## src/rtl/tlb_config.svh

```systemverilog
`ifndef TLB_CONFIG_SVH
`define TLB_CONFIG_SVH

// ------------------------------
// entry counts
// ------------------------------
`define TLB_SECT_ENTRIES  8   // sectored 4 KiB entries
`define TLB_SUPER_ENTRIES 4   // megapage entries
`define TLB_SECTOR_NUM    4   // pages per sectored entry

// ------------------------------
// Sv32 address geometry
// ------------------------------
`define VADDR_W     32
`define PADDR_W     34
`define PG_IDX_W    12
`define VPN_FIELD_W 10  // one level of the VPN

`endif

```

## src/rtl/mmu_pkg.sv

```systemverilog
`default_nettype none

package mmu_pkg;

`include "tlb_config.svh"

  typedef logic [`VADDR_W-1:0] vaddr_t;
  typedef logic [`PADDR_W-1:0] paddr_t;
  typedef logic [`VADDR_W-`PG_IDX_W-1:0] vpn_t;  // VPN[1] & VPN[0]
  typedef logic [`PADDR_W-`PG_IDX_W-1:0] ppn_t;

  // raw Sv32 PTE as returned by the walker
  typedef struct packed {
    ppn_t       ppn;
    logic [1:0] rsw;
    logic       d;
    logic       a;
    logic       g;
    logic       u;
    logic       x;
    logic       w;
    logic       r;
    logic       v;
  } pte_t;

  typedef logic [0:0] pg_level_t;  // 0 megapage leaf, 1 4 KiB leaf

  typedef logic [1:0] priv_t;

  localparam priv_t PRIV_U = 2'd0;
  localparam priv_t PRIV_S = 2'd1;
  localparam priv_t PRIV_M = 2'd3;

endpackage

`default_nettype wire

```

## src/rtl/tlb_pkg.sv

```systemverilog
`default_nettype none

package tlb_pkg;

`include "tlb_config.svh"

  import mmu_pkg::*;

  typedef enum logic [1:0] {
    CMD_LOAD  = 2'd0,
    CMD_STORE = 2'd1,
    CMD_FETCH = 2'd2
  } tlb_cmd_t;

  // ------------------------------
  // per-sector entry data
  // ------------------------------
  typedef struct packed {
    ppn_t ppn;
    logic u;
    logic ae;  // walker hit an access fault
    logic sr;
    logic sw;  // W and D both set
    logic sx;
  } tlb_data_t;

  typedef logic [$clog2(`TLB_SECTOR_NUM)-1:0] sector_idx_t;
  typedef logic [`TLB_SECTOR_NUM-1:0] sect_valid_t;

  // refill sequencing
  typedef enum logic [1:0] {
    ST_READY           = 2'd0,
    ST_REQUEST         = 2'd1,
    ST_WAIT            = 2'd2,
    ST_WAIT_INVALIDATE = 2'd3
  } tlb_state_t;

endpackage

`default_nettype wire

```

## src/rtl/tlb_lookup.sv

```systemverilog
`timescale 1ns/10ps
`default_nettype none

`include "tlb_config.svh"

module tlb_lookup
  import mmu_pkg::*;
  import tlb_pkg::*;
(
  input  vaddr_t      i_req_vaddr,
  input  priv_t       i_priv,
  input  logic        i_satp_mode,
  input  sect_valid_t i_sect_valid [`TLB_SECT_ENTRIES],
  input  vpn_t        i_sect_tag   [`TLB_SECT_ENTRIES],
  input  tlb_data_t [`TLB_SECTOR_NUM-1:0] i_sect_data [`TLB_SECT_ENTRIES],
  input  logic        i_super_valid [`TLB_SUPER_ENTRIES],
  input  vpn_t        i_super_tag   [`TLB_SUPER_ENTRIES],
  input  tlb_data_t   i_super_data  [`TLB_SUPER_ENTRIES],
  output vpn_t        o_vpn,
  output logic        o_hit,
  output tlb_data_t   o_hit_data,
  output paddr_t      o_paddr,
  output logic        o_miss
);

  localparam int VPN_W  = `VADDR_W - `PG_IDX_W;
  localparam int PPN_W  = `PADDR_W - `PG_IDX_W;
  localparam int SECT_W = $clog2(`TLB_SECTOR_NUM);

  vpn_t        w_vpn;
  sector_idx_t w_sector;
  logic        w_vm_on;
  logic [`TLB_SECT_ENTRIES-1:0]  w_sect_hit;
  logic [`TLB_SUPER_ENTRIES-1:0] w_super_hit;
  logic        w_any_hit;
  tlb_data_t   w_sel_data;
  ppn_t        w_sel_ppn;

  assign w_vpn    = i_req_vaddr[`VADDR_W-1:`PG_IDX_W];
  assign w_sector = w_vpn[SECT_W-1:0];
  assign w_vm_on  = i_satp_mode & (i_priv != PRIV_M);

  // ------------------------------
  // tag match
  // ------------------------------
  for (genvar e = 0; e < `TLB_SECT_ENTRIES; e++) begin : g_sect
    assign w_sect_hit[e] = i_sect_valid[e][w_sector] &
                           (i_sect_tag[e][VPN_W-1:SECT_W] == w_vpn[VPN_W-1:SECT_W]);
  end

  for (genvar e = 0; e < `TLB_SUPER_ENTRIES; e++) begin : g_super
    // VPN[1] only
    assign w_super_hit[e] = i_super_valid[e] &
                            (i_super_tag[e][VPN_W-1:`VPN_FIELD_W] == w_vpn[VPN_W-1:`VPN_FIELD_W]);
  end

  assign w_any_hit = (|w_sect_hit) | (|w_super_hit);

  // one-hot OR select of data and ppn
  always_comb begin
    w_sel_data = '0;
    w_sel_ppn  = '0;
    for (int e = 0; e < `TLB_SECT_ENTRIES; e++) begin
      if (w_sect_hit[e]) begin
        w_sel_data = tlb_data_t'(w_sel_data | i_sect_data[e][w_sector]);
        w_sel_ppn  = w_sel_ppn | i_sect_data[e][w_sector].ppn;
      end
    end
    for (int e = 0; e < `TLB_SUPER_ENTRIES; e++) begin
      if (w_super_hit[e]) begin
        w_sel_data = tlb_data_t'(w_sel_data | i_super_data[e]);
        w_sel_ppn  = w_sel_ppn | {i_super_data[e].ppn[PPN_W-1:`VPN_FIELD_W],
                                  w_vpn[`VPN_FIELD_W-1:0]};  // VPN[0] passes through
      end
    end
  end

  assign o_vpn      = w_vpn;
  assign o_hit      = w_vm_on & w_any_hit;
  assign o_hit_data = w_sel_data;
  assign o_miss     = w_vm_on & ~w_any_hit;
  assign o_paddr    = w_vm_on ? {w_sel_ppn, i_req_vaddr[`PG_IDX_W-1:0]} :
                                {{(`PADDR_W-`VADDR_W){1'b0}}, i_req_vaddr};

endmodule

`default_nettype wire

```

## src/rtl/tlb_entry_store.sv

```systemverilog
`timescale 1ns/10ps
`default_nettype none

`include "tlb_config.svh"

module tlb_entry_store
  import mmu_pkg::*;
  import tlb_pkg::*;
(
  input  logic        i_clk,
  input  logic        i_reset_n,
  input  logic        i_sfence_valid,
  input  logic        i_refill_write,
  input  vpn_t        i_refill_vpn,
  input  pte_t        i_ptw_resp_pte,
  input  pg_level_t   i_ptw_resp_level,
  input  logic        i_ptw_resp_ae,
  output sect_valid_t o_sect_valid [`TLB_SECT_ENTRIES],
  output vpn_t        o_sect_tag   [`TLB_SECT_ENTRIES],
  output tlb_data_t [`TLB_SECTOR_NUM-1:0] o_sect_data [`TLB_SECT_ENTRIES],
  output logic        o_super_valid [`TLB_SUPER_ENTRIES],
  output vpn_t        o_super_tag   [`TLB_SUPER_ENTRIES],
  output tlb_data_t   o_super_data  [`TLB_SUPER_ENTRIES]
);

  localparam int SECT_W       = $clog2(`TLB_SECTOR_NUM);
  localparam int SECT_IDX_W   = $clog2(`TLB_SECT_ENTRIES);
  localparam int SUPER_IDX_W  = $clog2(`TLB_SUPER_ENTRIES);

  sect_valid_t r_sect_valid [`TLB_SECT_ENTRIES];
  vpn_t        r_sect_tag   [`TLB_SECT_ENTRIES];
  tlb_data_t [`TLB_SECTOR_NUM-1:0] r_sect_data [`TLB_SECT_ENTRIES];
  logic        r_super_valid [`TLB_SUPER_ENTRIES];
  vpn_t        r_super_tag   [`TLB_SUPER_ENTRIES];
  tlb_data_t   r_super_data  [`TLB_SUPER_ENTRIES];

  logic        w_is_leaf;
  tlb_data_t   w_new_data;
  sector_idx_t w_wr_sector;
  sect_valid_t w_wr_onehot;
  logic        w_sect_write;
  logic        w_super_write;
  logic [SECT_IDX_W-1:0]  w_sect_victim;
  logic [SUPER_IDX_W-1:0] w_super_victim;

  // ------------------------------
  // PTE to entry data
  // ------------------------------
  assign w_is_leaf = i_ptw_resp_pte.v & i_ptw_resp_pte.a &
                     (i_ptw_resp_pte.r | (i_ptw_resp_pte.x & ~i_ptw_resp_pte.w));

  assign w_new_data.ppn = i_ptw_resp_pte.ppn;
  assign w_new_data.u   = i_ptw_resp_pte.u;
  assign w_new_data.ae  = i_ptw_resp_ae;
  assign w_new_data.sr  = w_is_leaf & i_ptw_resp_pte.r;
  assign w_new_data.sw  = w_is_leaf & i_ptw_resp_pte.w & i_ptw_resp_pte.d;
  assign w_new_data.sx  = w_is_leaf & i_ptw_resp_pte.x;

  assign w_wr_sector   = i_refill_vpn[SECT_W-1:0];
  assign w_sect_write  = i_refill_write & (i_ptw_resp_level == 1'b1);
  assign w_super_write = i_refill_write & (i_ptw_resp_level == 1'b0);

  always_comb begin
    w_wr_onehot = '0;
    w_wr_onehot[w_wr_sector] = 1'b1;
  end

  // lowest invalid entry, 0 when full
  always_comb begin
    w_sect_victim  = '0;
    w_super_victim = '0;
    for (int e = `TLB_SECT_ENTRIES - 1; e >= 0; e--) begin
      if (~|r_sect_valid[e]) w_sect_victim = SECT_IDX_W'(e);
    end
    for (int e = `TLB_SUPER_ENTRIES - 1; e >= 0; e--) begin
      if (~r_super_valid[e]) w_super_victim = SUPER_IDX_W'(e);
    end
  end

  // ------------------------------
  // valid bits
  // ------------------------------
  always_ff @(posedge i_clk or negedge i_reset_n) begin
    if (!i_reset_n) begin
      for (int e = 0; e < `TLB_SECT_ENTRIES; e++) r_sect_valid[e] <= '0;
      for (int e = 0; e < `TLB_SUPER_ENTRIES; e++) r_super_valid[e] <= 1'b0;
    end else if (i_sfence_valid) begin  // flush beats refill
      for (int e = 0; e < `TLB_SECT_ENTRIES; e++) r_sect_valid[e] <= '0;
      for (int e = 0; e < `TLB_SUPER_ENTRIES; e++) r_super_valid[e] <= 1'b0;
    end else if (w_sect_write) begin
      r_sect_valid[w_sect_victim] <= w_wr_onehot;  // new tag, other sectors dropped
    end else if (w_super_write) begin
      r_super_valid[w_super_victim] <= 1'b1;
    end
  end

  // tags and data
  always_ff @(posedge i_clk) begin
    if (w_sect_write) begin
      r_sect_tag[w_sect_victim]               <= i_refill_vpn;
      r_sect_data[w_sect_victim][w_wr_sector] <= w_new_data;
    end
    if (w_super_write) begin
      r_super_tag[w_super_victim]  <= i_refill_vpn;
      r_super_data[w_super_victim] <= w_new_data;
    end
  end

  assign o_sect_valid  = r_sect_valid;
  assign o_sect_tag    = r_sect_tag;
  assign o_sect_data   = r_sect_data;
  assign o_super_valid = r_super_valid;
  assign o_super_tag   = r_super_tag;
  assign o_super_data  = r_super_data;

endmodule

`default_nettype wire

```

## src/rtl/tlb_refill_ctrl.sv

```systemverilog
`timescale 1ns/10ps
`default_nettype none

module tlb_refill_ctrl
  import mmu_pkg::*;
  import tlb_pkg::*;
(
  input  logic i_clk,
  input  logic i_reset_n,
  input  logic i_req_valid,
  input  logic i_miss,
  input  vpn_t i_vpn,
  input  logic i_kill,
  input  logic i_sfence_valid,
  input  logic i_ptw_req_ready,
  input  logic i_ptw_resp_valid,
  output logic o_ready,
  output logic o_ptw_req_valid,
  output vpn_t o_ptw_req_vpn,
  output logic o_refill_write,
  output logic o_tlb_update
);

  tlb_state_t r_state;
  tlb_state_t r_state_dly;
  vpn_t       r_refill_tag;
  logic       w_start;

  assign w_start = (r_state == ST_READY) & i_req_valid & i_miss;

  // ------------------------------
  // refill FSM
  // ------------------------------
  always_ff @(posedge i_clk or negedge i_reset_n) begin
    if (!i_reset_n) begin
      r_state     <= ST_READY;
      r_state_dly <= ST_READY;
    end else begin
      r_state_dly <= r_state;
      case (r_state)
        ST_READY: begin
          if (w_start) r_state <= ST_REQUEST;
        end
        ST_REQUEST: begin
          if (i_kill) begin
            r_state <= ST_READY;
          end else if (i_ptw_req_ready) begin
            r_state <= i_sfence_valid ? ST_WAIT_INVALIDATE : ST_WAIT;
          end else if (i_sfence_valid) begin
            r_state <= ST_READY;  // walk never accepted
          end
        end
        ST_WAIT: begin
          if (i_ptw_resp_valid) begin
            r_state <= ST_READY;
          end else if (i_sfence_valid) begin
            r_state <= ST_WAIT_INVALIDATE;
          end
        end
        ST_WAIT_INVALIDATE: begin
          if (i_ptw_resp_valid) r_state <= ST_READY;  // reply discarded
        end
        default: r_state <= ST_READY;
      endcase
    end
  end

  // refill tag, held for the whole walk
  always_ff @(posedge i_clk) begin
    if (w_start) r_refill_tag <= i_vpn;
  end

  assign o_ready         = (r_state == ST_READY);
  assign o_ptw_req_valid = (r_state == ST_REQUEST);
  assign o_ptw_req_vpn   = r_refill_tag;
  assign o_refill_write  = (r_state == ST_WAIT) & i_ptw_resp_valid & ~i_sfence_valid;

  // only after a reply, so kill or early sfence give no pulse
  assign o_tlb_update = (r_state == ST_READY) &
                        ((r_state_dly == ST_WAIT) | (r_state_dly == ST_WAIT_INVALIDATE));

endmodule

`default_nettype wire

```

## src/rtl/tlb_perm_check.sv

```systemverilog
`timescale 1ns/10ps
`default_nettype none

module tlb_perm_check
  import mmu_pkg::*;
  import tlb_pkg::*;
(
  input  tlb_cmd_t  i_req_cmd,
  input  priv_t     i_priv,
  input  logic      i_status_sum,
  input  logic      i_status_mxr,
  input  logic      i_hit,
  input  tlb_data_t i_hit_data,
  output logic      o_page_fault,
  output logic      o_access_fault
);

  logic w_priv_u;
  logic w_priv_s;
  logic w_rw_priv_ok;
  logic w_x_priv_ok;
  logic w_perm_ok;

  assign w_priv_u = (i_priv == PRIV_U);
  assign w_priv_s = (i_priv == PRIV_S);

  // U pages reachable from S only with SUM, and never executable there
  assign w_rw_priv_ok = i_hit_data.u ? (w_priv_u | (w_priv_s & i_status_sum)) : w_priv_s;
  assign w_x_priv_ok  = i_hit_data.u ? w_priv_u : w_priv_s;

  always_comb begin
    case (i_req_cmd)
      CMD_LOAD:  w_perm_ok = w_rw_priv_ok &
                             (i_hit_data.sr | (i_status_mxr & i_hit_data.sx));
      CMD_STORE: w_perm_ok = w_rw_priv_ok & i_hit_data.sw;
      CMD_FETCH: w_perm_ok = w_x_priv_ok & i_hit_data.sx;
      default:   w_perm_ok = 1'b0;
    endcase
  end

  assign o_page_fault   = i_hit & ~i_hit_data.ae & ~w_perm_ok;
  assign o_access_fault = i_hit & i_hit_data.ae;

endmodule

`default_nettype wire

```

## src/rtl/tlb_top.sv

```systemverilog
`timescale 1ns/10ps
`default_nettype none

`include "tlb_config.svh"

module tlb_top
  import mmu_pkg::*;
  import tlb_pkg::*;
(
  input  logic      i_clk,
  input  logic      i_reset_n,
  input  logic      i_req_valid,
  input  vaddr_t    i_req_vaddr,
  input  tlb_cmd_t  i_req_cmd,
  input  priv_t     i_priv,
  input  logic      i_satp_mode,
  input  logic      i_status_sum,
  input  logic      i_status_mxr,
  input  logic      i_sfence_valid,
  input  logic      i_kill,
  input  logic      i_ptw_req_ready,
  input  logic      i_ptw_resp_valid,
  input  pte_t      i_ptw_resp_pte,
  input  pg_level_t i_ptw_resp_level,
  input  logic      i_ptw_resp_ae,
  output logic      o_ready,
  output paddr_t    o_paddr,
  output logic      o_miss,
  output logic      o_page_fault,
  output logic      o_access_fault,
  output logic      o_ptw_req_valid,
  output vpn_t      o_ptw_req_vpn,
  output logic      o_tlb_update
);

  sect_valid_t w_sect_valid [`TLB_SECT_ENTRIES];
  vpn_t        w_sect_tag   [`TLB_SECT_ENTRIES];
  tlb_data_t [`TLB_SECTOR_NUM-1:0] w_sect_data [`TLB_SECT_ENTRIES];
  logic        w_super_valid [`TLB_SUPER_ENTRIES];
  vpn_t        w_super_tag   [`TLB_SUPER_ENTRIES];
  tlb_data_t   w_super_data  [`TLB_SUPER_ENTRIES];

  vpn_t      w_vpn;
  logic      w_hit;
  tlb_data_t w_hit_data;
  logic      w_refill_write;

  tlb_lookup u_lookup (
    .i_req_vaddr   (i_req_vaddr),
    .i_priv        (i_priv),
    .i_satp_mode   (i_satp_mode),
    .i_sect_valid  (w_sect_valid),
    .i_sect_tag    (w_sect_tag),
    .i_sect_data   (w_sect_data),
    .i_super_valid (w_super_valid),
    .i_super_tag   (w_super_tag),
    .i_super_data  (w_super_data),
    .o_vpn         (w_vpn),
    .o_hit         (w_hit),
    .o_hit_data    (w_hit_data),
    .o_paddr       (o_paddr),
    .o_miss        (o_miss)
  );

  tlb_entry_store u_entry_store (
    .i_clk            (i_clk),
    .i_reset_n        (i_reset_n),
    .i_sfence_valid   (i_sfence_valid),
    .i_refill_write   (w_refill_write),
    .i_refill_vpn     (o_ptw_req_vpn),  // refill tag
    .i_ptw_resp_pte   (i_ptw_resp_pte),
    .i_ptw_resp_level (i_ptw_resp_level),
    .i_ptw_resp_ae    (i_ptw_resp_ae),
    .o_sect_valid     (w_sect_valid),
    .o_sect_tag       (w_sect_tag),
    .o_sect_data      (w_sect_data),
    .o_super_valid    (w_super_valid),
    .o_super_tag      (w_super_tag),
    .o_super_data     (w_super_data)
  );

  tlb_refill_ctrl u_refill_ctrl (
    .i_clk            (i_clk),
    .i_reset_n        (i_reset_n),
    .i_req_valid      (i_req_valid),
    .i_miss           (o_miss),
    .i_vpn            (w_vpn),
    .i_kill           (i_kill),
    .i_sfence_valid   (i_sfence_valid),
    .i_ptw_req_ready  (i_ptw_req_ready),
    .i_ptw_resp_valid (i_ptw_resp_valid),
    .o_ready          (o_ready),
    .o_ptw_req_valid  (o_ptw_req_valid),
    .o_ptw_req_vpn    (o_ptw_req_vpn),
    .o_refill_write   (w_refill_write),
    .o_tlb_update     (o_tlb_update)
  );

  tlb_perm_check u_perm_check (
    .i_req_cmd      (i_req_cmd),
    .i_priv         (i_priv),
    .i_status_sum   (i_status_sum),
    .i_status_mxr   (i_status_mxr),
    .i_hit          (w_hit),
    .i_hit_data     (w_hit_data),
    .o_page_fault   (o_page_fault),
    .o_access_fault (o_access_fault)
  );

endmodule

`default_nettype wire

```

## config.mk

```make
export PLATFORM = sky130hd
export DESIGN_NAME = tlb_top
export DESIGN_NICKNAME = d
export VERILOG_FILES = /design/src/rtl/mmu_pkg.sv /design/src/rtl/tlb_pkg.sv /design/src/rtl/tlb_lookup.sv /design/src/rtl/tlb_entry_store.sv /design/src/rtl/tlb_refill_ctrl.sv /design/src/rtl/tlb_perm_check.sv /design/src/rtl/tlb_top.sv
export VERILOG_INCLUDE_DIRS = /design/src /design/src/rtl
export SDC_FILE = /design/constraint.sdc
export NUM_CORES = 1
export LEC_CHECK = 0
export BUFFER_PORTS_ARGS = -buffer_cell sky130_fd_sc_hd__buf_2
export CAP_MARGIN = 30
export CORE_ASPECT_RATIO = 1.1
export CORE_MARGIN = 2
export CORE_UTILIZATION = 45
export CTS_CLUSTER_DIAMETER = 50
export CTS_CLUSTER_SIZE = 30
export DETAILED_ROUTE_END_ITERATION = 8
export HOLD_SLACK_MARGIN = 0.02
export PLACE_DENSITY = 0.68
export SLEW_MARGIN = 10
export SYNTH_ARGS = -nofsm -noshare
export SYNTH_HDL_FRONTEND = slang
export SYNTH_SLANG_ARGS = --single-unit
```

## constraint.sdc

```tcl
create_clock -name i_clk -period 4.2 [get_ports i_clk]
set_input_delay 0.42 -clock i_clk [delete_from_list [all_inputs] [get_ports i_clk]]
set_output_delay 0.42 -clock i_clk [all_outputs]
set_load 0.1 [all_outputs]
```

==> metrics.yaml <==
yosys:
  synth_edf_count: 1136
  synthArstFlopShare_pct: 3.32
  avgSynthCellArea_um2: 20.8
  netlist_area_um2: 45200
  syn_inst: 2177
  synth_ff_type: "edfxtp_1"
  yosysWarnings: 0
  synth_fp_nets: 2257
  seq_area_frac_synth_pct: 77.5
  yosysUniqueCellTypes: 46
  synth_seq_cells: 1175
worst_hold_path:
  min_path_type: "in2reg"
timing:
  worst-slew-pin-transition_ns: 0.910
  holdWs_ns: 0.0581
  drv_slew: 0
  fin_crit_ns: 4.23
  setup_viol: 1
  rsz0062_at_grt: "no"
  finalSetupTns_ns: -0.0293
  fin_skew_ns: 0.0346
  finalHoldViolations: 0
  max_slew_margin_pct: 39.3
  worst_slack_ns: -0.0293
  timing.fmax_mhz: 236
  period_share_pct: 101
clock_tree:
  cts_root_buf: "clkbuf_16"
  cts_buffer_depth: 3
  clk_pin_slew_ns: 0.08
  htree_levels: 3
  clk_latency_ns: 0.70
  cts_buffers: 91
  cts_setup_buffers: 0
  cts_tree: "done"
  cts_sinks: 1175
worst_setup_path:
  cp_cell_sequence: "mux4_2, and3_2, a221oi_1, nand4_1, mux2_2, a311oi_2, buf_4, buf_12"
  crit_path_top_delay_cell: "a221oi_1"
  end_kind: "primary output"
  cpPeakStageDelay_ns: 0.59
  cp-start-kind: "flop"
  path_max_fanout: 5
  arrival_ns: 3.81
  required_ns: 3.78
  reg2reg_slack_ns: 0.90
  crit_type: "reg2out"
global_routing:
  grt_max_degree: 78
  gr-usage-all-layers_pct: 23.0
  grt-ovfl-total: 0
  grt_pass1_vias: 23600
  antenna_found_initial: 4
  grt_pass1_wl_um: 169000
power:
  power.leakage_nw: 16.7
  power_density_nw_per_um2: 444
  peakVddDrop_mv: 0.323
  power.total_mw: 23.3
finish:
  drive_gt1_share_pct: 28.7
  syn_to_final_growth_pct: 15.8
  multi_input_area_um2: 9880
  design_area_um2: 52400
  nNetsFinal: 2479
  area.sequential_um2: 35100
  nFillCells: 7557
routing:
  drtIter0Drc: 3023
  vias_per_cell: 6.17
  drc_errors: 0
  firstDrtPassIters: 6
  vias: 23400
  drt_wl_total_um: 119000
  ant_nets: 0
  drt-wirelength-per-cell_um: 31.3
floorplan:
  dieArea_um2: 103000
  rows: 122
  fp.dieW_um: 306
  die_h_um: 337
  coreArea_um2: 100000
  num_io_pins: 140
  start_util_pct: 45.2
status:
  status: "finished with violations"
  violations: "negative setup slack"
run:
  cap_violations: 0
placed_design:
  place_hpwl_um: 70600
  placed_area_um2: 48900
  globalplace.congestion: 0.833
  io_buffers: 112
-- area by class of cell --
type | instances | area share (%)
antenna | 4 | 0.0191
clock buffer | 97 | 4.45
clock inverter | 74 | 1.84
inverter | 13 | 0.0931
multi-input combinational | 864 | 18.9
sequential | 1175 | 67.0
tap | 1302 | 3.11
timing repair buffer | 254 | 4.66
-- metal layers --
metal | track usage, % | vias up | routed length (um)
met1 | 29.6 | 12400 | 43900
met5 | 0 | - | 11
li1 | - | 9410 | -
met4 | 7.73 | 2 | 3820
met2 | 39.3 | 1329 | 59600
met3 | 4.63 | 214 | 11200
-- cells by family (layout without fill, tap and decap cells) --
logic type | after synthesis | after routing | share of synthesized area [%]
buffers and inverters | 138 | 438 | 1.52
muxes | 225 | 225 | 11.2
xor gates and xnor gates | 185 | 185 | 3.58
and+or+nand+nor | 265 | 265 | 2.97
DFF | 1175 | 1175 | 77.5
AOI/OAI and AO/OA | 189 | 189 | 3.20
other | 0 | 4 | 0
-- critical path: cells and delay by family (launching register included) --
family          cells  cell delay (ns)
simple gates        2             0.62
buf+inv             2             0.35
mux                 2             0.89
compound gates      2             0.87
flops               1             0.39
-- flip-flops by register name (all words and copies together), names as in the netlist --
signal,count
u_refill_ctrl.r_state_dly,1
u_entry_store.o_sect_data,864
u_entry_store.o_super_tag,40
u_entry_store.o_sect_tag,144
u_refill_ctrl.o_ptw_req_vpn,20
u_entry_store.o_sect_valid,32
u_entry_store.o_super_valid,4
u_refill_ctrl.r_state,2
u_entry_store.o_super_data,68
-- metrics by stage --
stage | cells | setup WS [ns] | utilization [%]
2_1_floorplan | 2177 | 0.0186 | -
3_3_place_gp | 3600 | 0.126 | 48.8
3_5_place_dp | 3601 | 0.0699 | 48.8
4_1_cts | 3776 | 0.00834 | 52.2
5_1_grt | 3779 | 0.00755 | 52.3
6_report | 3783 | -0.0293 | 52.3
-- synth_stat cells, drive strengths merged, types with 2 or more instances --
library cell / count / area share, %
a21o: 26 / 0.43
a21oi: 30 / 0.33
a221oi: 12 / 0.23
a222oi: 41 / 0.91
a22o: 12 / 0.23
a22oi: 42 / 0.70
a31oi: 9 / 0.12
and2: 3 / 0.041
and3: 16 / 0.22
buf: 77 / 1.0
clkbuf: 48 / 0.40
dfrtp: 39 / 2.2
edfxtp: 1136 / 75
inv: 13 / 0.11
mux4: 224 / 11
nand2: 53 / 0.44
nand2b: 3 / 0.041
nand3: 23 / 0.25
nand4: 38 / 0.53
nor2: 77 / 0.64
nor2b: 2 / 0.028
nor3: 13 / 0.17
nor4: 26 / 0.44
o21ai: 10 / 0.11
o22ai: 2 / 0.041
or2: 4 / 0.055
or4: 4 / 0.066
xnor2: 139 / 2.7
xor2: 46 / 0.89
-- layout by cell type (no fill, tap or decap), types with 5 or more instances in the layout --
| master | netlist | routed |
|---|---|---|
| a22oi_1 | 42 | 42 |
| nand4_1 | 38 | 38 |
| nand2_1 | 53 | 53 |
| nor2_1 | 77 | 45 |
| o21ai_1 | 0 | 5 |
| a31oi_1 | 9 | 5 |
| mux4_2 | 224 | 224 |
| nor4_1 | 23 | 14 |
| buf_12 | 0 | 56 |
| inv_8 | 0 | 11 |
| bufinv_16 | 0 | 7 |
| nor3_1 | 11 | 5 |
| inv_1 | 13 | 13 |
| xnor2_1 | 139 | 139 |
| buf_2 | 45 | 85 |
| xor2_1 | 46 | 46 |
| edfxtp_1 | 1136 | 1136 |
| inv_6 | 0 | 7 |
| clkinv_2 | 0 | 5 |
| a221oi_1 | 12 | 12 |
| a222oi_1 | 41 | 41 |
| and3_1 | 16 | 11 |
| a22o_1 | 12 | 12 |
| clkbuf_16 | 0 | 92 |
| buf_4 | 26 | 102 |
| nand3_1 | 23 | 22 |
| dfrtp_1 | 39 | 39 |
| a21oi_1 | 30 | 28 |
| clkinv_8 | 0 | 17 |
| nor3_2 | 2 | 5 |
| nor2_4 | 0 | 32 |
| nor4_2 | 1 | 10 |
| clkinvlp_4 | 0 | 10 |
| a21o_1 | 26 | 26 |
| clkinv_4 | 0 | 9 |
-- what timing repair did --
action,4_1_cts,5_1_grt
gates resized for setup,5,14
endpoints found under the setup margin,5,15
hold buffers,4,0
pin swaps,0,1
endpoints found under the hold margin,41,0
-- power breakdown --
group	switching, mW	internal (mW)	total (mW)
registers	0.0499	12.8	12.9
logic	0.724	0.388	1.11
clock network	4.54	4.73	9.28
-- path summary, 6_finish.rpt --
| kind | startpoint | to | depth (start not counted) |
|---|---|---|---|
| max | u_entry_store.o_sect_valid[23]$_DFFE_PN0P_ | o_page_fault | 8 |
| min | i_req_vaddr[18] | u_refill_ctrl.o_ptw_req_vpn[6]$_DFFE_PP_ | 1 |
| max reg2reg | u_entry_store.o_super_tag[54]$_DFFE_PP_ | u_refill_ctrl.o_ptw_req_vpn[16]$_DFFE_PP_ | 9 |
| min reg2reg | u_entry_store.o_sect_valid[22]$_DFFE_PN0P_ | u_entry_store.o_sect_valid[22]$_DFFE_PN0P_ | 1 |
| max in group asynchronous | i_reset_n | u_entry_store.o_sect_valid[31]$_DFFE_PN0P_ | 3 |
| min in group asynchronous | i_reset_n | u_refill_ctrl.r_state[1]$_DFFE_PN0P_ | 2 |
(Power assumes the default switching activity.)
